--- src/kpb_config.svh ---
`ifndef KPB_CONFIG_SVH
`define KPB_CONFIG_SVH

// parameter and stream geometry
`define KPB_PAR_W        16
`define KPB_LANES        4
`define KPB_BEAT_W       64
`define KPB_KEEP_W       8

// kernel layout, 3x3 elements per channel
`define KPB_KERN_ELEMS   9

// slot ring
`define KPB_SLOTS        4
`define KPB_PRL          2   // slots handed out per group

// channel depth of every slot memory
`define KPB_MAX_CHN      16

`endif

--- src/kpb_pkg.sv ---
`default_nettype none

`include "kpb_config.svh"

package kpb_pkg;

	// kernel shape, 1x1 lands on the centre element
	typedef enum logic
	{
		KERNEL_1X1 = 1'b0,
		KERNEL_3X3 = 1'b1
	} kernel_type_e;

	// x1y1 in the low bits, x3y3 in the top bits
	typedef logic [`KPB_KERN_ELEMS*`KPB_PAR_W-1:0] kernel_word_t;

	// oldest slot in the low word
	typedef logic [`KPB_PRL*`KPB_KERN_ELEMS*`KPB_PAR_W-1:0] group_word_t;

	typedef logic [$clog2(`KPB_MAX_CHN)-1:0] chn_addr_t;
	typedef logic [$clog2(`KPB_SLOTS)-1:0] slot_idx_t;

endpackage

`default_nettype wire

--- src/group_read_align.sv ---
`timescale 1ns/1ps
`default_nettype none

`include "kpb_config.svh"

module group_read_align
	import kpb_pkg::*;
(
	input  wire                     clk,
	input  wire                     rst_n,
	input  wire                     rd_en_i,
	input  wire chn_addr_t          rd_addr_i,
	input  wire slot_idx_t          slot_base_i,
	input  wire [`KPB_SLOTS-1:0]    slot_vld_i,
	input  wire kernel_word_t       slot_rdata_i [`KPB_SLOTS],
	output logic                    slot_ren_o,
	output chn_addr_t               slot_raddr_o,
	output group_word_t             rd_data_o,
	output logic                    rd_vld_o
);

	localparam int KW = $bits(kernel_word_t);

	slot_idx_t             base_q;     // base taken with the request
	logic [`KPB_SLOTS-1:0] vld_q;
	logic                  req_q;      // memory data valid next to these
	kernel_word_t          masked [`KPB_SLOTS];
	group_word_t           grp_rot;

	// every slot memory sees the same request
	assign slot_ren_o = rd_en_i;
	assign slot_raddr_o = rd_addr_i;

	always_ff @(posedge clk)
	begin
		if (rd_en_i)
		begin
			base_q <= slot_base_i;
			vld_q <= slot_vld_i;
		end
	end

	// invalid slots read as zero
	for (genvar s = 0; s < `KPB_SLOTS; s++)
	begin : g_mask
		assign masked[s] = slot_rdata_i[s] & {KW{vld_q[s]}};
	end

	// oldest slot to lane 0, only the first KPB_PRL lanes are kept
	always_comb
	begin
		slot_idx_t idx;
		for (int j = 0; j < `KPB_PRL; j++)
		begin
			idx = base_q + slot_idx_t'(j);
			grp_rot[j*KW +: KW] = masked[idx];
		end
	end

	always_ff @(posedge clk)
	begin
		if (req_q)
			rd_data_o <= grp_rot;
	end

	always_ff @(posedge clk or negedge rst_n)
	begin
		if (!rst_n)
		begin
			req_q <= 1'b0;
			rd_vld_o <= 1'b0;
		end
		else
		begin
			req_q <= rd_en_i;
			rd_vld_o <= req_q;   // two cycles after rd_en_i
		end
	end

endmodule

`default_nettype wire

--- config.mk ---
export PLATFORM = sky130hd
export DESIGN_NAME = group_read_align
export DESIGN_NICKNAME = d
export VERILOG_FILES = /design/src/kpb_pkg.sv /design/src/group_read_align.sv
export VERILOG_INCLUDE_DIRS = /design/src
export SDC_FILE = /design/constraint.sdc
export NUM_CORES = 1
export LEC_CHECK = 0
export BUFFER_PORTS_ARGS = -buffer_cell sky130_fd_sc_hd__buf_2
export CAP_MARGIN = 20
export CORE_AREA = 5 5 337 339
export DETAILED_ROUTE_END_ITERATION = 10
export DIE_AREA = 0 0 342 344
export GPL_TIMING_DRIVEN = 1
export PLACE_DENSITY_LB_ADDON = 0.25
export SLEW_MARGIN = 30
export SYNTH_ARGS = -nofsm -noshare
export SYNTH_HDL_FRONTEND = slang
export SYNTH_SLANG_ARGS = --single-unit
--- constraint.sdc ---
create_clock -name clk -period 7.7 [get_ports clk]
set_input_delay 0.385 -clock clk [delete_from_list [all_inputs] [get_ports clk]]
set_output_delay 0.385 -clock clk [all_outputs]
set_load 0.05 [all_outputs]
==> impl_metrics.csv <==
group,metric,value,unit
critical_path,path_class,"reg2reg",
cells_and_area,final_cell_mix,"buf_2, and2_1, edfxtp_1",
critical_path,end_kind,"register",
die,die_area,117600,sq um
cells_and_area,mostFrequentLayoutCell,"buf_2",
die,die_h,344,um
power_and_ir_drop,p_clk_share,36.4,%
clock_network,worstSkewPairLatency,0.58,ns
power_and_ir_drop,leakagePower,11.48,nW
sta,relSlewSlack,20.07,%
detailed_routing,num_vias,15730,
synth,synth-seq-cells,296,
job,cap_violations,0,
synth,seq_area_frac_synth,43.85,%
synth,ys_types,9,
die,num_rows,122,
cells_and_area,fillCellCount,11700,
clock_network,ctsResizeCount,0,
power_and_ir_drop,power_density,196.7,nW/um^2
status,status,"finished, final reports clean",
detailed_routing,via_per_inst,4.297,
cells_and_area,synthToLayoutAreaGrowth,35.13,%
place,placed_cell_area,25790,sq um
sta,fin_skew,0.01306,ns
global_route,grt_pass1_wl,120000,um
detailed_routing,drt_wl_total,85470,um
global_route,antenna_found_initial,60,
global_route,grt_max_degree,143,
sta,rsz0062_at_grt,"false",
clock_network,cts_tree,"built",
synth,ys_warn_count,0,
worst_hold_path,hold_path.class,"in2reg",
power_and_ir_drop,comb_power_share,27.0,%
cells_and_area,final_area,27360,sq um
detailed_routing,post_drt_wl_per_cell,23.35,um
sta,fin_tns_setup,0,ns
clock_network,cts_hold_buffers,7,
power_and_ir_drop,intPower,0.003728,W
place,place.port_buffers,874,
power_and_ir_drop,ir_worst_vdd,0.0001252,V
synth,synth_area,20250,sq um
sta,finalCritPeriodShare,33.51,%
place,globalplace.congestion,0.8253,
global_route,grt.total_usage,13.71,%
global_route,gr-total-overflow,0,
sta,setup_viol,0,
critical_path,worst_setup_path_start_kind,"register",
power_and_ir_drop,seqPwrFrac,36.6,%
detailed_routing,drc,0,
clock_network,path_clk_slew,0.05,ns
sta,timing.fmax,387.6,MHz
critical_path,worstPathRequired,8.00,ns
power_and_ir_drop,swShare,30.72,%
clock_network,cts.sink_count,296,
critical_path,arrival,2.88,ns
synth,syn_nets,1878,
power_and_ir_drop,p_sw,0.001653,W
detailed_routing,first_iter_violations,676,
critical_path,path_max_fanout,99,
die,coreArea,110100,sq um
synth,synth_cells,1289,
global_route,grt_pass1_vias,17210,
clock_network,htreeDepth,2,
die,die_x,342,um
place,dp_hpwl,64630,um
sta,final-max-slew-violation-count,0,
sta,hold_viol,0,
clock_network,cts_buffers,41,
clock_network,cts_setup_buffers,0,
die,start_util,18.40,%
clock_network,cts_buffer_depth,3,
detailed_routing,antenna_left,0,
synth,synth.avg_cell_area,15.71,sq um
detailed_routing,drtPass1Iterations,5,
sta,min_period,2.580,ns
cells_and_area,drive_above_1_share,64.26,%
clock_network,cts-root-buf,"clkbuf_16",
sta,worst_pin_slew,1.199,ns
cells_and_area,nNetsFinal,2699,
die,ioPinCount,883,
==> per-stage QoR <==
step	utilization [%]	setup slack (ns)	hold slack [ns]	std cells	total power (W)
2_1_floorplan	-	0.7954	0.08941	1289	0.003062
3_3_place_gp	23.41	4.652	0.1834	3543	0.003434
3_5_place_dp	23.44	4.541	0.1827	3545	0.003463
4_1_cts	24.73	4.529	0.03261	3628	0.005481
5_1_grt	24.84	4.878	0.04532	3653	0.005625
6_report	24.86	5.120	0.09174	3661	0.005381
==> worst paths after layout <==
| path | start | to | slack (ns) | cells past startpoint |
|---|---|---|---|---|
| max | base_q[1] | rd_data_o[245] | 5.12 | 3 |
| min reg2reg | req_q | rd_vld_o | 0.85 | 0 |
| min | rd_en_i | req_q | 0.09 | 1 |
| min in group asynchronous | rst_n | rd_vld_o | 0.13 | 2 |
| max in group asynchronous | rst_n | req_q | 7.45 | 2 |
| max reg2reg | base_q[1] | rd_data_o[245] | 5.12 | 3 |
==> power groups by stage <==
stage	Combinational, W	Clock (W)	Sequential [W]
floorplan	0.000691	0	0.00237
global placement	0.00142	0	0.00201
detailed placement	0.00146	0	0.00201
CTS	0.00146	0.00205	0.00198
global route	0.00154	0.00210	0.00198
finish	0.00145	0.00196	0.00197
==> critical path, stage by stage, from the launching register on <==
cell and delay, ns:
edfxtp_1 0.55, buf_4 0.40, buf_12 0.51, mux4_2 0.60
==> metal layers <==
metal,up-vias,GRT usage (%),wire length [um],share of wire [%]
met1,8042,15.07,29990,35
li1,6654,-,-,-
met3,191,5.398,8800,10
met4,18,6.138,3612,4.2
met2,828,23.49,42950,50
met5,-,0,127,0.15
==> final cells by class <==
| cell class | count | area [sq um] | area share (%) |
|---|---|---|---|
| timing repair buffer | 907 | 4773 | 17.45 |
| clock buffer | 50 | 1102 | 4.029 |
| multi-input combinational | 864 | 10420 | 38.06 |
| tap | 1488 | 1862 | 6.804 |
| sequential | 296 | 8882 | 32.46 |
| antenna | 30 | 75.07 | 0.2744 |
| clock inverter | 26 | 251.5 | 0.9192 |
==> sequential cells by signal (all words and copies together), names as in the netlist <==
| name | flops |
|---|---|
| req_q | 1 |
| rd_data_o | 288 |
| base_q | 2 |
| rd_vld_o | 1 |
| vld_q | 4 |
==> cells in the mapped netlist <==
cell type    n  share of area [%]
and2_1     446                 14
buf_4        8               0.30
buf_2       40               0.99
dfrtp_1      2               0.25
clkbuf_1    29               0.54
edfxtp_1   294                 44
and2_4     130                5.6
buf_6       52                2.9
mux4_2     288                 32
==> cells by family (layout without fill, tap and decap cells) <==
kind of cell	count (synthesis)	in the layout	synth area share (%)
multiplexers	288	288	32.03
buffers and inverters	129	983	4.715
other	0	30	0
flip-flops	296	296	43.85
AND/OR/NAND/NOR	576	576	19.40
(Power assumes the default switching activity.)
