**config.mk**
```make
export PLATFORM = sky130hd
export DESIGN_NAME = kernel_slot_mem
export DESIGN_NICKNAME = d
export VERILOG_FILES = /design/src/kpb_pkg.sv /design/src/kernel_slot_mem.sv
export VERILOG_INCLUDE_DIRS = /design/src
export SDC_FILE = /design/constraint.sdc
export NUM_CORES = 2
export LEC_CHECK = 0
export BUFFER_PORTS_ARGS = -buffer_cell sky130_fd_sc_hd__buf_2
export CORE_MARGIN = 2
export CORE_UTILIZATION = 35
export DETAILED_ROUTE_END_ITERATION = 16
export GPL_ROUTABILITY_DRIVEN = 0
export PLACE_DENSITY_LB_ADDON = 0.1
export SLEW_MARGIN = 20
export SYNTH_ARGS = -nofsm -noshare
export SYNTH_HDL_FRONTEND = slang
export SYNTH_SLANG_ARGS = --single-unit
```
**constraint.sdc**
```tcl
create_clock -name clk -period 14.5 [get_ports clk]
set_input_delay 1.45 -clock clk [delete_from_list [all_inputs] [get_ports clk]]
set_output_delay 1.45 -clock clk [all_outputs]
set_load 0.01 [all_outputs]
```
**src/kpb_config.svh**
```systemverilog
`ifndef KPB_CONFIG_SVH
`define KPB_CONFIG_SVH

// parameter and stream geometry
`define KPB_PAR_W        16
`define KPB_LANES        4
`define KPB_BEAT_W       64
`define KPB_KEEP_W       8

// kernel layout, 3x3 elements per channel
`define KPB_KERN_ELEMS   9

// slot ring
`define KPB_SLOTS        4
`define KPB_PRL          2   // slots handed out per group

// channel depth of every slot memory
`define KPB_MAX_CHN      16

`endif

```
**src/kpb_pkg.sv**
```systemverilog
`default_nettype none

`include "kpb_config.svh"

package kpb_pkg;

	// kernel shape, 1x1 lands on the centre element
	typedef enum logic
	{
		KERNEL_1X1 = 1'b0,
		KERNEL_3X3 = 1'b1
	} kernel_type_e;

	// x1y1 in the low bits, x3y3 in the top bits
	typedef logic [`KPB_KERN_ELEMS*`KPB_PAR_W-1:0] kernel_word_t;

	// oldest slot in the low word
	typedef logic [`KPB_PRL*`KPB_KERN_ELEMS*`KPB_PAR_W-1:0] group_word_t;

	typedef logic [$clog2(`KPB_MAX_CHN)-1:0] chn_addr_t;
	typedef logic [$clog2(`KPB_SLOTS)-1:0] slot_idx_t;

endpackage

`default_nettype wire

```
**src/kernel_slot_mem.sv**
```systemverilog
`timescale 1ns/1ps
`default_nettype none

`include "kpb_config.svh"

module kernel_slot_mem
	import kpb_pkg::*;
(
	input  wire               clk,
	input  wire               wen_i,
	input  wire chn_addr_t    waddr_i,
	input  wire kernel_word_t wdata_i,
	input  wire               ren_i,
	input  wire chn_addr_t    raddr_i,
	output kernel_word_t      rdata_o
);

	kernel_word_t mem [`KPB_MAX_CHN];   // one word per channel

	always_ff @(posedge clk)
	begin
		if (wen_i)
			mem[waddr_i] <= wdata_i;
	end

	// registered read port
	always_ff @(posedge clk)
	begin
		if (ren_i)
			rdata_o <= mem[raddr_i];
	end

	// read-during-write on one address is not defined for the RAM
	a_no_rw_clash: assert property (@(posedge clk)
		!(wen_i && ren_i && (waddr_i == raddr_i)))
		else $error("read and write to the same channel in one cycle");

endmodule

`default_nettype wire

```
==> summary.txt <==
Run status
  – Outcome: finished, final reports clean

Timing
  – Final Skew: roughly 0.045 ns
  – Worst-margin pin slew: 1.16 ns
  – Final Hold Viols: 0
  – Setup tns final: 0 ns
  – Setup violators final: 0
  – Worst Setup Slack, final: 9.80 ns
  – Max_slew headroom: 22.8%
  – Fmax achieved: 213 MHz
  – Final worst path period need: about 4.7 ns
  – Unrepaired setup endpoints after global routing: false
  – Worst hold slack: roughly 0.7 ns
  – Fin crit share: 32.4%
  – Max Slew Vio Count: 0

Setup path
  – Slowest CP cell: buf_4
  – Critical path buffer and inverter count: 4
  – Critical path, cell by cell: buf_8 -> buf_12 -> buf_4 -> buf_4 -> mux4_2 -> a22oi_1 -> nand2_1
  – Startpoint types: input pin
  – Slowest cell delay on critical path: roughly 0.87 ns
  – Critical path class: in2reg
  – Largest delay share family, worst path: buffers and inverters
  – Worst r2r src: mem[10][73]
  – CP most frequent cell: buf_4
  – CP arrival: around 5.3 ns
  – Reg2reg end: rdata_o[73]
  – Worst path required time: 15.14 ns
  – Reg2Reg Depth: 3
  – Critical Path End Type: flop
  – R2R setup slack: around 13 ns
  – Worst Path Max Fanout: 79

Hold path
  – HP Start: mem[14][33]
  – End of the worst hold path: rdata_o[33]
  – Worst Hold Class: reg2reg
  – WHS Path Cells: 3

Synth
  – Post-synthesis net count: just under 4k
  – Largest family of logic cells by synthesized area: multiplexers
  – Synth warn: 0
  – #FFs+latches synth: ~2.4k
  – Library cells used by synthesis: 24
  – Cell with the most instances after synthesis: edfxtp_1
  – Post-synthesis mux area share: between 10% and 20%
  – Cell count after synthesis: 3795
  – Synth top area cells: edfxtp_1 81%, mux4_2 13%, a22oi_1 1.9%
  – Synth Cell Area: between 90000 and 100000 um2
  – Post-synthesis sequential area ratio: between 80% and 90%
  – Simple-gate share of the synthesized area: less than 1%
  – Syn Area/Cell: 24.0 um2
  – EDFF count, synth: roughly 2.4k
  – Top-area cell type share of the netlist area: roughly four fifths
  – Synth cell count leaders: 2448 x edfxtp_1, 527 x mux4_2, 234 x a22oi_1
  – Area leader, netlist: edfxtp_1
  – Post-synthesis async set-or-reset flop share: 0%
  – Compound-Gate Fraction of Synth Area: under 10%
  – Synth Area in XOR/XNOR: 0%
  – Post-synthesis adder-cell area fraction: 0%
  – Top_reg_cell synth: edfxtp_1

Route
  – Routed Antenna Nets: 0
  – Vias: a little over 40k
  – Vias/cell: 5.26
  – DRC: 0
  – Mean routed wirelength per cell: between 30 and 40 um
  – First-pass DRT Iterations: 5
  – 1st-iter DRT viols: between 3k and 4k
  – Total Routed Length: between 200000 and 250000 um

Power and ir drop
  – Net Switching: 0.00326 W
  – Combinational share of power: 4.6%
  – Clk pwr share: a little over two fifths
  – Peak supply drop: ~0.11 mV
  – Power Total: ~0.015 W
  – Reg power frac: 52.2%
  – Net Sw Frac: a little over a fifth
  – Pint: 0.0121 W
  – Leakage Power: 33.2 nW
  – Cell Pwr Density: roughly 150 nW/um2

Clock tree
  – Clk slew on worst S/H paths: 0.06 ns
  – Root Buffer Master: clkbuf_16
  – TritonCTS Buffers: approximately 290
  – Post-CTS Setup Bufs: 0
  – Worst-Skew Late Latency: just over 0.9 ns
  – PostCTS Resize Cnt: 0
  – CTS tree: built
  – Depth of the CTS H-tree: 5
  – Clk buf depth: 4
  – Sink Count: 2448
  – CTS Hold Buffers Added: 0

Flow run
  – Max_cap viols: 0

GRT
  – Total Routing Usage GR: between 10% and 20%
  – Vias in the first global route: about 44k
  – Total grt overflow: 0
  – Initial antenna violation count: 67
  – Largest net degree at the start of global routing: 92
  – Global-route wire length before repair: ~340000 um

Placement
  – Cell total after placement: approximately 7.4k
  – Dpl ws: between 8 and 9 ns
  – Number of port buffers: about 300
  – DP HPWL: 118000 um

Layout
  – Layout fillers: between 20k and 25k
  – Register area: between 70000 and 80000 um2
  – Cell Count, Final, Fillers Out: between 7k and 8k
  – Layout cells sized above 1: a little under a third
  – Final #Nets: 4433
  – P&R area growth vs syn: 15.9%
  – Multi-input logic area: between 15000 and 20000 um2

Floorplanning
  – Die Span X: 514 um
  – Die area: about 260000 um2
  – Core Region: between 200000 and 300000 um2
  – Rows: about 190
  – Die height: around 510 um
  – # IOs: 299
  – Initial core utilization: 35.1%
power groups by stage:
stage | Sequential (W) | Clock, W | Combinational (W)
6_report | 0.00803 | 0.00664 | 0.000710
5_1_grt | 0.00804 | 0.00710 | 0.000775
4_1_cts | 0.00803 | 0.00685 | 0.000734
3_5_place_dp | 0.00818 | 0 | 0.000734
3_3_place_gp | 0.00818 | 0 | 0.000728
2_1_floorplan | 0.00819 | 0 | 0.000382
area by class of cell:
cell class	count	area share (%)
diodes	21	0.0499
clock buffers	358	7.19
clock inverters	128	0.884
multi-input cells	1145	15.7
flip-flops and latches	2448	69.8
well taps	3402	4.04
repair buffers	395	2.33
how the worst max path moves through the flow:
stage	startpoint	slack [ns]	endpoint	cells after the start
6_report	raddr_i[0]	9.80	rdata_o[28]	7
4_1_cts	raddr_i[0]	9.71	rdata_o[79]	7
3_3_place_gp	raddr_i[0]	8.71	rdata_o[35]	7
3_5_place_dp	raddr_i[0]	8.70	rdata_o[28]	7
2_1_floorplan	waddr_i[2]	2.00	mem[0][0]	2
5_1_grt	raddr_i[0]	9.39	rdata_o[75]	7
stage by stage:
step           util (%)  cell area [um2]
2_1_floorplan         -            90900
3_3_place_gp       37.3            96700
3_5_place_dp       37.4            96800
4_1_cts            40.7           105000
5_1_grt            40.7           105000
6_report           40.7           105000
worst reg2reg max path, stage by stage (launching register included):
cell and delay [ns]:
edfxtp_1 0.37, mux4_2 0.46, mux2i_1 0.37, a22oi_1 0.23
routing by layer:
layer	global-route usage, %	part of all wire (%)
met3	3.56	5.8
met5	0	0.087
met1	25.3	44
met4	4.39	2.1
met2	29.3	48
cell usage in the layout, fill, tap and decap left out, types with 20 or more instances in the layout:
| cell | netlist | routed |
|---|---|---|
| edfxtp_1 | 2448 | 2448 |
| mux4_2 | 527 | 527 |
| clkbuf_16 | 0 | 293 |
| buf_2 | 98 | 293 |
| a22oi_1 | 234 | 234 |
| nand2_1 | 97 | 97 |
| mux2_2 | 93 | 93 |
| buf_4 | 20 | 83 |
| clkbuf_1 | 74 | 65 |
| clkinv_1 | 0 | 56 |
| clkinv_2 | 0 | 44 |
| nor2b_1 | 38 | 32 |
| o221ai_1 | 32 | 32 |
| o21ai_0 | 27 | 27 |
| mux2i_1 | 27 | 27 |
| diode_2 | 0 | 21 |
| nand2b_1 | 21 | 20 |
registers in the layout, summed over array words and instances (netlist names):
signal / flops
rdata_o: 144
mem: 2304
kinds of logic after synthesis:
kind of cell | after synthesis
and+or+nand+nor | 183
buffers and inverters | 202
muxes | 647
AOI/OAI and AO/OA | 315
DFF | 2448
Note: power is estimated with default switching activity, not from simulation.
