**config.mk**
```make
export PLATFORM = sky130hd
export DESIGN_NAME = slot_ring_ctrl
export DESIGN_NICKNAME = d
export VERILOG_FILES = /design/src/kpb_pkg.sv /design/src/slot_ring_ctrl.sv
export VERILOG_INCLUDE_DIRS = /design/src
export SDC_FILE = /design/constraint.sdc
export NUM_CORES = 1
export LEC_CHECK = 0
export ABC_AREA = 1
export BUFFER_PORTS_ARGS = -buffer_cell sky130_fd_sc_hd__buf_2
export CORE_MARGIN = 2
export CORE_UTILIZATION = 35
export CTS_CLUSTER_DIAMETER = 200
export DETAILED_ROUTE_END_ITERATION = 16
export PLACE_DENSITY = 0.62
export SLEW_MARGIN = 25
export SYNTH_ARGS = -nofsm -noshare
export SYNTH_HDL_FRONTEND = slang
export SYNTH_SLANG_ARGS = --single-unit
```
**constraint.sdc**
```tcl
create_clock -name clk -period 1.69 [get_ports clk]
set_input_delay 0.0845 -clock clk [delete_from_list [all_inputs] [get_ports clk]]
set_output_delay 0.0845 -clock clk [all_outputs]
set_load 0.01 [all_outputs]
```
**src/kpb_config.svh**
```systemverilog
`ifndef KPB_CONFIG_SVH
`define KPB_CONFIG_SVH

// parameter and stream geometry
`define KPB_PAR_W        16
`define KPB_LANES        4
`define KPB_BEAT_W       64
`define KPB_KEEP_W       8

// kernel layout, 3x3 elements per channel
`define KPB_KERN_ELEMS   9

// slot ring
`define KPB_SLOTS        4
`define KPB_PRL          2   // slots handed out per group

// channel depth of every slot memory
`define KPB_MAX_CHN      16

`endif

```
**src/kpb_pkg.sv**
```systemverilog
`default_nettype none

`include "kpb_config.svh"

package kpb_pkg;

	// kernel shape, 1x1 lands on the centre element
	typedef enum logic
	{
		KERNEL_1X1 = 1'b0,
		KERNEL_3X3 = 1'b1
	} kernel_type_e;

	// x1y1 in the low bits, x3y3 in the top bits
	typedef logic [`KPB_KERN_ELEMS*`KPB_PAR_W-1:0] kernel_word_t;

	// oldest slot in the low word
	typedef logic [`KPB_PRL*`KPB_KERN_ELEMS*`KPB_PAR_W-1:0] group_word_t;

	typedef logic [$clog2(`KPB_MAX_CHN)-1:0] chn_addr_t;
	typedef logic [$clog2(`KPB_SLOTS)-1:0] slot_idx_t;

endpackage

`default_nettype wire

```
**src/slot_ring_ctrl.sv**
```systemverilog
`timescale 1ns/1ps
`default_nettype none

`include "kpb_config.svh"

module slot_ring_ctrl
	import kpb_pkg::*;
(
	input  wire                    clk,
	input  wire                    rst_n,
	input  wire                    kw_valid_i,
	input  wire                    kw_last_i,
	input  wire                    kw_user_i,
	input  wire                    grp_release_i,
	output logic                   wr_ready_o,
	output logic [`KPB_SLOTS-1:0]  slot_wen_o,
	output slot_idx_t              slot_base_o,   // oldest occupied slot
	output logic [`KPB_SLOTS-1:0]  slot_vld_o,
	output logic                   grp_avail_o
);

	localparam int OCC_W = $clog2(`KPB_SLOTS + 1);
	localparam logic [`KPB_SLOTS-1:0] SLOT0 = {{(`KPB_SLOTS-1){1'b0}}, 1'b1};

	slot_idx_t        wr_ptr;
	logic [OCC_W-1:0] occ;
	logic [OCC_W-1:0] occ_nxt;
	logic             wr_fire;
	logic             commit;
	logic             release_ok;

	assign wr_ready_o = occ != OCC_W'(`KPB_SLOTS);
	assign grp_avail_o = occ >= OCC_W'(`KPB_PRL);

	assign wr_fire = kw_valid_i & wr_ready_o;    // any channel word
	assign commit = wr_fire & kw_last_i;         // kernel complete
	assign release_ok = grp_release_i & grp_avail_o;

	assign slot_wen_o = {`KPB_SLOTS{wr_fire}} & (SLOT0 << wr_ptr);

	always_comb
	begin
		occ_nxt = occ;
		if (commit)
			occ_nxt = occ_nxt + 1'b1;
		if (release_ok)
			occ_nxt = occ_nxt - OCC_W'(`KPB_PRL);
	end

	always_ff @(posedge clk or negedge rst_n)
	begin
		if (!rst_n)
		begin
			occ <= '0;
			wr_ptr <= '0;
			slot_base_o <= '0;
		end
		else
		begin
			occ <= occ_nxt;
			if (commit)
				wr_ptr <= wr_ptr + 1'b1;   // wraps around the ring
			if (release_ok)
				slot_base_o <= slot_base_o + slot_idx_t'(`KPB_PRL);
		end
	end

	// user flag of the kernel taken at its last word
	always_ff @(posedge clk or negedge rst_n)
	begin
		if (!rst_n)
			slot_vld_o <= '0;
		else if (commit)
			slot_vld_o[wr_ptr] <= kw_user_i;
	end

	// write pointer leads the base by the occupancy
	a_occ_ptr: assert property (@(posedge clk) disable iff (!rst_n)
		(occ <= OCC_W'(`KPB_SLOTS)) && (wr_ptr == slot_base_o + slot_idx_t'(occ)))
		else $error("slot occupancy out of step with the ring pointers");

endmodule

`default_nettype wire

```
==> flow_metrics.env <==
export IMPL_port_buffers=16
export IMPL_setup_tns_final_ps=0
export IMPL_initialDrtViolationCount=7
export IMPL_n_antenna_cell=0
export IMPL_synth_area_um2=594.3
export IMPL_post_cts_repair_setup_buffers=0
export IMPL_num_rows=14
export IMPL_insertion_delay_ps=270
export IMPL_ios=18
export IMPL_ctsHtreeMaxLevel=1
export IMPL_skew_ps=4.660
export IMPL_status="complete, no violations"
export IMPL_synth_most_common_cell="nand2_1"
export IMPL_drive_above_1_share_pct=28.09
export IMPL_start_util_pct=38.56
export IMPL_overflow=0
export IMPL_antenna_found_initial=0
export IMPL_hp_class="in -> reg"
export IMPL_synth_area_leader_cell="dfrtp_1"
export IMPL_die_h_um=45.21
export IMPL_route_detailed_drc=0
export IMPL_ys_seq_elements=10
export IMPL_reg2reg_to="occ[2]$_DFF_PN0_"
export IMPL_maxSlewViolCount=0
export IMPL_critPathKind="reg -> out"
export IMPL_routed_wl_mm=1.098
export IMPL_period_minus_slack_ps=1480
export IMPL_p_comb_share_pct=48.7
export IMPL_ys_seq_area_share_pct=42.11
export IMPL_critPathMaxFanout=4
export IMPL_gp_congestion=0.7646
export IMPL_holdBufCountCts=1
export IMPL_hold_depth=3
export IMPL_clockPowerShare_pct=17.0
export IMPL_synth_nets=82
export IMPL_regArea_um2=250.2
export IMPL_core_area_mm2=0.001541
export IMPL_viasPerCell=4.667
export IMPL_final_antenna_net_count=0
export IMPL_p_per_area_mw_per_mm2=1754
export IMPL_filler_cell_count=161
export IMPL_synth_area_top_cells="dfrtp_1, ha_1, nand2_1, inv_1, nor2_1"
export IMPL_grt_max_degree=13
export IMPL_synth_common_cells="nand2_1, dfrtp_1, inv_1, ha_1, nor2_1"
export IMPL_hold_viol=0
export IMPL_p_seq_share_pct=34.3
export IMPL_cts_num_sinks=10
export IMPL_switching_power_w=0.0005325
export IMPL_clockRootBuffer="clkbuf_4"
export IMPL_synth_cell_type_count=19
export IMPL_hold_end="slot_vld_o[3]$_DFFE_PN0P_"
export IMPL_rrSetupSlack_ps=270
export IMPL_track_usage_pct=13.78
export IMPL_max_cap_violations=0
export IMPL_cts_made_buffers=3
export IMPL_rr_worst_depth=8
export IMPL_cts_resized=0
export IMPL_crit_path_start_kind="flop"
export IMPL_rsz0062_at_grt="no"
export IMPL_peakVddDrop_mv=0.7317
export IMPL_dr_total_vias=490
export IMPL_min_delay_start="kw_user_i"
export IMPL_synth_main_ff_cell="dfrtp_1"
export IMPL_drt_pass1_iterations=4
export IMPL_cts_max_path_buffers=2
export IMPL_worstPathArrival_ps=1400
export IMPL_period_share_pct=87.58
export IMPL_fmax_ghz=0.6756
export IMPL_synthArstFlopShare_pct=100.0
export IMPL_internal_power_w=0.0007337
export IMPL_synth_edf_count=0
export IMPL_syn_to_final_growth_pct=21.47
export IMPL_synth_cells=70
export IMPL_finalSetupViolCount=0
export IMPL_total_leakage_power_nw=0.4064
export IMPL_final_nets=102
export IMPL_multi_input_area_um2=287.8
export IMPL_cts_tree="done"
export IMPL_dp_final_hpwl_um=888.5
export IMPL_r2r_start="occ[0]$_DFFE_PN0N_"
export IMPL_cp_end_kind="output port"
export IMPL_swShare_pct=42.06
export IMPL_yosys_warnings=0
export IMPL_critPathRequiredTime_ps=1610
export IMPL_yosys_area_top_type_share_pct=42.11
export IMPL_grt_pass1_vias=466
export IMPL_syn_avg_cell_area_um2=8.490
export IMPL_post_route_util_pct=46.83
export IMPL_wire_per_inst_um=10.46
export IMPL_die_width_um=45.21
export IMPL_dieArea_mm2=0.002043
export IMPL_clkTransAtPathRegs_ps=70
export IMPL_grt_pass1_wl_mm=1.987
==> how the worst max path moves through the flow <==
stage                            start                to  depth (start not counted)  slack [ps]
floorplan           occ[0]$_DFFE_PN0N_  occ[2]$_DFF_PN0_                          9         430
global placement    occ[0]$_DFFE_PN0N_  occ[2]$_DFF_PN0_                          8         310
detailed placement  occ[0]$_DFFE_PN0N_  occ[2]$_DFF_PN0_                          8         280
CTS                 occ[0]$_DFFE_PN0N_     slot_wen_o[1]                          6         200
global route          occ[1]$_DFF_PN0_     slot_wen_o[3]                          6          60
finish              occ[0]$_DFFE_PN0N_     slot_wen_o[1]                          6         210
==> stage by stage <==
stage	hold slack (ps)	worst slack (ps)	power [W]	instance area, um^2	std cells
2_1_floorplan	-211.1	429.7	0.0008649	594.3	70
3_3_place_gp	-38.62	311.0	0.001048	675.6	100
3_5_place_dp	-40.98	277.1	0.001057	675.6	100
4_1_cts	89.28	201.1	0.001285	721.9	105
5_1_grt	109.2	60.03	0.001404	721.9	105
6_report	92.61	209.9	0.001266	721.9	105
==> cells in the final DEF (no fill, tap or decap), drive strengths merged, types with 2 or more instances in the layout <==
| cell | n |
|---|---|
| ha | 6 |
| nand2 | 16 |
| nor2 | 8 |
| xnor2 | 2 |
| buf | 16 |
| clkbuf | 4 |
| o21ai | 5 |
| xor2 | 2 |
| inv | 10 |
| nand3 | 5 |
| dfrtp | 10 |
==> critical path, stage by stage (launching register included) <==
cell     delay, ps
dfrtp_1        350
inv_1           70
ha_1           200
nand2_2         90
nand2_1        110
nor2_1         150
buf_2          150
==> cells by family (layout without fill, tap and decap cells) <==
kind of cell / after synthesis / in the layout / share of synthesized area (%)
AO/OA/AOI/OAI: 6 / 6 / 5.051
XOR/XNOR: 4 / 4 / 5.896
adder cells (fa/ha/maj): 6 / 6 / 12.63
buffers and inverters: 12 / 31 / 9.475
flip-flops: 10 / 10 / 42.11
other: 1 / 1 / 0.6310
AND/OR/NAND/NOR: 31 / 31 / 24.21
==> power groups by stage <==
stage	clock network, W	registers, W	logic, W
6_report	0.000215	0.000434	0.000617
5_1_grt	0.000238	0.000452	0.000713
4_1_cts	0.000222	0.000435	0.000627
3_5_place_dp	0	0.000440	0.000617
3_3_place_gp	0	0.000440	0.000607
2_1_floorplan	0	0.000457	0.000408
==> layer usage <==
metal,share of wire (%),global-route usage (%),routed length [um],up-vias
li1,-,-,-,254
met1,46,18.25,505,221
met2,46,20.29,502,12
met3,7.4,7.600,81,3
met4,0.73,1.765,8,0
met5,0,0,0,-
==> area by class of cell <==
type / count / area share, %
well taps: 16 / 2.773
flip-flops and latches: 10 / 34.66
inverters: 10 / 5.199
repair buffers: 17 / 12.48
multi-input cells: 48 / 39.86
clock buffers: 4 / 5.026
==> flip-flops by register name, summed over array words and instances (netlist names) <==
signal,cells
slot_vld_o,4
occ,3
wr_ptr,2
slot_base_o,1
Power figures use the tool's default switching activity.
