### src/kpb_config.svh
`ifndef KPB_CONFIG_SVH
`define KPB_CONFIG_SVH

// parameter and stream geometry
`define KPB_PAR_W        16
`define KPB_LANES        4
`define KPB_BEAT_W       64
`define KPB_KEEP_W       8

// kernel layout, 3x3 elements per channel
`define KPB_KERN_ELEMS   9

// slot ring
`define KPB_SLOTS        4
`define KPB_PRL          2   // slots handed out per group

// channel depth of every slot memory
`define KPB_MAX_CHN      16

`endif

### src/kpb_pkg.sv
`default_nettype none

`include "kpb_config.svh"

package kpb_pkg;

	// kernel shape, 1x1 lands on the centre element
	typedef enum logic
	{
		KERNEL_1X1 = 1'b0,
		KERNEL_3X3 = 1'b1
	} kernel_type_e;

	// x1y1 in the low bits, x3y3 in the top bits
	typedef logic [`KPB_KERN_ELEMS*`KPB_PAR_W-1:0] kernel_word_t;

	// oldest slot in the low word
	typedef logic [`KPB_PRL*`KPB_KERN_ELEMS*`KPB_PAR_W-1:0] group_word_t;

	typedef logic [$clog2(`KPB_MAX_CHN)-1:0] chn_addr_t;
	typedef logic [$clog2(`KPB_SLOTS)-1:0] slot_idx_t;

endpackage

`default_nettype wire

### src/kernel_assembler.sv
`timescale 1ns/1ps
`default_nettype none

`include "kpb_config.svh"

module kernel_assembler
	import kpb_pkg::*;
(
	input  wire                     clk,
	input  wire                     rst_n,
	input  wire kernel_type_e       kernel_type_i,
	input  wire [`KPB_BEAT_W-1:0]   s_data_i,
	input  wire [`KPB_KEEP_W-1:0]   s_keep_i,
	input  wire                     s_last_i,
	input  wire                     s_user_i,
	input  wire                     s_valid_i,
	output logic                    s_ready_o,   // combinational
	input  wire                     wr_ready_i,
	output logic                    kw_valid_o,
	output kernel_word_t            kw_data_o,
	output chn_addr_t               kw_addr_o,
	output logic                    kw_last_o,
	output logic                    kw_user_o
);

	localparam int CNT_W = $clog2(`KPB_KERN_ELEMS);
	localparam int SR_N = `KPB_KERN_ELEMS - 1;
	localparam int CENTRE = `KPB_KERN_ELEMS / 2;   // x2y2
	localparam logic [`KPB_LANES-1:0] LANE0 = {{(`KPB_LANES-1){1'b0}}, 1'b1};

	logic [`KPB_PAR_W-1:0] lane_par [`KPB_LANES];
	logic [`KPB_LANES-1:0] keep_mask;
	logic [`KPB_LANES-1:0] lane_sel;       // one-hot, current lane
	logic [`KPB_LANES-1:0] lane_sel_nxt;
	logic [`KPB_PAR_W-1:0] cur_par;
	logic [`KPB_PAR_W-1:0] elem_sr [SR_N]; // earlier elements of the channel
	logic [CNT_W-1:0]      elem_cnt;
	logic                  is_3x3;
	logic                  advance;
	logic                  beat_end;
	logic                  kern_end;

	// split the beat into lanes, keep bit is the low byte of each lane
	for (genvar l = 0; l < `KPB_LANES; l++)
	begin : g_lane
		assign lane_par[l] = s_data_i[l*`KPB_PAR_W +: `KPB_PAR_W];
		assign keep_mask[l] = s_keep_i[l*`KPB_PAR_W/8];
	end

	always_comb
	begin
		cur_par = '0;
		for (int l = 0; l < `KPB_LANES; l++)
			cur_par = cur_par | (lane_par[l] & {`KPB_PAR_W{lane_sel[l]}});
	end

	assign lane_sel_nxt = {lane_sel[`KPB_LANES-2:0], lane_sel[`KPB_LANES-1]};

	// top lane, or a last beat with no kept lane above this one
	assign beat_end = lane_sel[`KPB_LANES-1] | (s_last_i & ~|(lane_sel_nxt & keep_mask));
	assign kern_end = s_last_i & beat_end;

	assign is_3x3 = kernel_type_i == KERNEL_3X3;
	assign advance = s_valid_i & wr_ready_i;

	assign s_ready_o = advance & beat_end;
	assign kw_valid_o = s_valid_i &
		(~is_3x3 | (elem_cnt == CNT_W'(SR_N)) | kern_end);
	assign kw_last_o = kern_end;
	assign kw_user_o = s_user_i;

	always_comb
	begin
		kw_data_o = '0;
		if (is_3x3)
		begin
			for (int e = 0; e < SR_N; e++)
				kw_data_o[e*`KPB_PAR_W +: `KPB_PAR_W] = elem_sr[e];
			kw_data_o[SR_N*`KPB_PAR_W +: `KPB_PAR_W] = cur_par;
		end
		else
		begin
			kw_data_o[CENTRE*`KPB_PAR_W +: `KPB_PAR_W] = cur_par;  // 1x1 at the centre
		end
	end

	// new element enters at the top, first one ends up at x1y1
	always_ff @(posedge clk)
	begin
		if (advance && is_3x3)
		begin
			for (int e = 0; e < SR_N - 1; e++)
				elem_sr[e] <= elem_sr[e+1];
			elem_sr[SR_N-1] <= cur_par;
		end
	end

	always_ff @(posedge clk or negedge rst_n)
	begin
		if (!rst_n)
		begin
			lane_sel <= LANE0;
			elem_cnt <= '0;
			kw_addr_o <= '0;
		end
		else if (advance)
		begin
			lane_sel <= beat_end ? LANE0 : lane_sel_nxt;
			elem_cnt <= kw_valid_o ? '0 : elem_cnt + 1'b1;
			if (kw_valid_o)
				kw_addr_o <= kw_last_o ? '0 : kw_addr_o + 1'b1;  // next channel
		end
	end

	// lanes are packed from lane 0, so a valid beat always keeps lane 0
	a_keep_lane0: assert property (@(posedge clk) disable iff (!rst_n)
		s_valid_i |-> s_keep_i[0])
		else $error("valid beat without lane 0 kept");

endmodule

`default_nettype wire

### config.mk
export PLATFORM = sky130hd
export DESIGN_NAME = kernel_assembler
export DESIGN_NICKNAME = d
export VERILOG_FILES = /design/src/kpb_pkg.sv /design/src/kernel_assembler.sv
export VERILOG_INCLUDE_DIRS = /design/src
export SDC_FILE = /design/constraint.sdc
export NUM_CORES = 1
export LEC_CHECK = 0
export ABC_CLOCK_PERIOD_IN_PS = 2200
export BUFFER_PORTS_ARGS = -buffer_cell sky130_fd_sc_hd__buf_4
export CAP_MARGIN = 5
export CORE_MARGIN = 5
export CORE_UTILIZATION = 49
export CTS_CLUSTER_DIAMETER = 50
export DETAILED_ROUTE_END_ITERATION = 7
export PLACE_DENSITY = 0.8
export SLEW_MARGIN = 15
export SYNTH_ARGS = -nofsm -noshare
export SYNTH_HDL_FRONTEND = slang
export SYNTH_SLANG_ARGS = --single-unit
export TNS_END_PERCENT = 10
### constraint.sdc
create_clock -name clk -period 2.2 [get_ports clk]
set_input_delay 0.33 -clock clk [delete_from_list [all_inputs] [get_ports clk]]
set_output_delay 0.33 -clock clk [all_outputs]
set_load 0.02 [all_outputs]
==> impl_results.md <==
- Setup crit end kind: primary output
- Pre-CTS WS: 278.9 ps
- Cell accounting for the most synthesized area: edfxtp_1
- Critical Path AT: roughly 1900 ps
- First-pass detailed-route iteration total: 4
- Final count of hold timing violations: 0
- Clock slew at reported path FFs: 60 ps
- Ys flop type: edfxtp_1
- Fmax achieved: 447.8 MHz
- Fin Clk Skew: 6.107 ps
- Routability cong.: roughly 0.8
- Clock Sink Count: 140
- Total vias in the final route: 4,100
- Adder-cell share of the synthesized area: 0.6397%
- Routing usage on met2: between 30 and 40%
- Sequential area share after synthesis: 70.64%
- Layout Cells excl Fill: 801
- LEAKAGE: 3.446 nW
- R2r startpoint: elem_cnt[0]
- Final period util: 101.5%
- Deepest clock path buffer count: 2
- Clk Latency, worst-skew pair: 400 ps
- Worst-Margin Slew: roughly 530 ps
- TritonCTS clock tree: done
- Simple-gate portion of the synthesized area: between 15 and 20%
- Post-Syn Area: 5868 um2
- DR iter-0 viols: between 300 and 400
- Core area: roughly 12,000 um2
- CP Class: reg -> out
- Fillers: 861
- H-tree depth: 4
- Post-route total power: 7.228 mW
- IO Port Bufs: 223
- Slowest stage cell, crit path: dfrtp_2
- Ranking of synthesized cells by area: edfxtp_1 66%, and2_1 14%, dfrtp_1 4.7%
- Root Buffer: clkbuf_16
- # IOs: 231
- Pwr/cell area: between 800 and 900 nW/um2
- VDD IR max: 0.5431 mV
- Drt wl/cell: 17.91 um
- Max-slew violation count: 0
- Post-synthesis mux area share: 3.070%
- Met3 usage: 7.407%
- Share of cells above drive strength 1: 45.26%
- Reg-to-reg slack, setup: approximately 550 ps
- Final WL: 14,350 um
- Syn nets: 498
- Status: complete, but fails checks
- Post-synth top area share: 65.50%
- Post-route DRC: 0
- Most used routing layer: met2
- Setup ws final: -33.15 ps
- Hold_sp: s_data_i[16]
- Min cycle time layout: 2233 ps
- First-pass GRT wire length: about 22,000 um
- Synth Area in Compound Gates: 6.588%
- Post-Route Utilization: a little over two thirds
- GR Overflow Total: 0
- Largest family of logic cells by synthesized area: simple AND/OR/NAND/NOR gates
- Yosys warns: 0
- Ys async rst share: around 8.6%
- Relative slew margins: 64.67%
- Violated checks: setup timing
- Die area: 14,260 um2
- Hold Path Depth: 3
- Hold Path End: elem_sr[1][48]
- # setup viols final: 4
- RSZ-0062 raised after global routing: true
- CP top delay family: compound AO/OA/AOI/OAI gates
- Die Span Y: 119.4 um
- Post-synth EDFFs: 128
- Post-DP HPWL: 10,690 um
- DR vias/cell: 5.119
- Max stage delay on crit path: around 480 ps
- Die width: 119.4 um
- Placement Rows: 40
- Cell variety after synth: 30
- Fin Setup TNS: -77.36 ps
- Vias in the first global route: 4,141
- Initial Utilization: between 40% and 50%
- Post-Synth XOR/XNOR Area: 0%
- Number of max-cap violations: 0
- Diodes inserted: 0
- GRT met1 Usage: 25.25%
- Post-Place Cells: 769
- Crit start category: flip-flop
- Gate count after technology mapping: 416
- Cells on worst reg2reg path: 7
- Layout Area Growth over Synthesis: 42.32%
- CP Launch Point: lane_sel[2]
- CTS Buf Count: 17
- CP bufs+invs: 1
- # nets final: just over 700
- Max FO, Critical Path: 9
- Min-Delay Path Class: in -> reg
- Initial antenna violation count: 0
- Req. time, crit path: 1870 ps
- Yosys reg bits: 140
- Reg-to-reg endpoint: kw_addr_o[2]
- CP cell instances: a222oi_1, a21oi_1, nor2_1, buf_4
- Syn_area_per_cell: 14.11 um2
- Largest net degree at the start of global routing: 54
- Total Routing Usage GR: 20.05%
- Antenna Nets Post-Route: 0
[worst min-delay path, delay by kind of cell]
kind,cells,cell delay (ps)
AO/OA/AOI/OAI,1,40
AND/OR/NAND/NOR,1,100
buffers and inverters,1,80
[cells in the final DEF, fill, tap and decap left out, types with 2 or more instances in the layout]
cell type / Yosys / final
clkbuf_1: 16 / 2
a21oi_1: 4 / 4
nand4_1: 2 / 2
inv_1: 5 / 5
clkinv_2: 0 / 6
o21ai_0: 9 / 9
buf_12: 0 / 5
ha_1: 3 / 3
a22oi_1: 33 / 28
dfrtp_1: 11 / 9
a22oi_2: 0 / 5
mux2_2: 16 / 16
nand3_1: 2 / 2
edfxtp_1: 128 / 128
clkinv_1: 0 / 3
and2_1: 130 / 130
buf_4: 2 / 229
nand2_2: 0 / 10
nand2_1: 28 / 18
clkbuf_16: 0 / 17
a31oi_1: 4 / 4
nand4b_1: 2 / 2
[cells by family after synthesis]
kind of cell	count (synthesis)
buf+inv	32
simple gates	169
fa+ha+maj	3
compound gates	56
flops	140
mux	16
[layout make-up]
type / instances / area, um2 / area share, %
Sequential cell: 140 / 4150 / 49.69
Timing Repair Buffer: 235 / 1829 / 21.90
Multi-Input combinational cell: 244 / 1657 / 19.84
Clock buffer: 19 / 432.9 / 5.184
Tap cell: 147 / 183.9 / 2.202
Clock inverter: 11 / 80.08 / 0.9588
Inverter: 5 / 18.77 / 0.2247
[power breakdown]
group	internal [mW]	total [mW]	switching, mW
clock	1.51	2.48	0.964
sequential	3.07	3.20	0.122
combinational	0.664	1.55	0.890
[through the flow]
stage	cell area, um2	hold slack (ps)
after global placement	7756	174.6
after global routing	8352	260.9
after floorplan	5873	34.41
final	8352	271.5
after detailed placement	7756	180.0
after CTS	8299	279.0
[registers in the layout, indices dropped and copies added (netlist names)]
register,count
lane_sel,4
elem_cnt,4
kw_addr_o,4
elem_sr,128
[how the worst max path moves through the flow]
stage	end	slack, ps	cells after the start
final	s_ready_o	-30	4
after global routing	kw_valid_o	-130	5
after CTS	kw_valid_o	-40	5
after detailed placement	kw_valid_o	280	4
after global placement	kw_valid_o	320	4
after floorplan	elem_sr[0][0]	220	2
[what timing repair did]
item                                   CTS  global route
resized for setup                        8            13
setup endpoints to repair               18            18
pin swaps                                1             1
buffers inserted                         0             1
hold buffers                             1             0
endpoints found under the hold margin   12             0
[routing by layer]
metal	wire [um]	vias to the layer above	part of all wire [%]
li1	-	1950	-
met1	5859	1936	41
met2	7067	201	49
met3	1266	13	8.8
met4	153	0	1.1
met5	0	-	0
[synthesized netlist by cell type (3+ instances only)]
cell type / number
a21oi_1: 4
a22oi_1: 33
a31oi_1: 4
and2_1: 130
buf_1: 6
buf_2: 3
clkbuf_1: 16
dfrtp_1: 11
edfxtp_1: 128
ha_1: 3
inv_1: 5
mux2_2: 16
nand2_1: 28
o21ai_0: 9
Power figures use the tool's default switching activity.
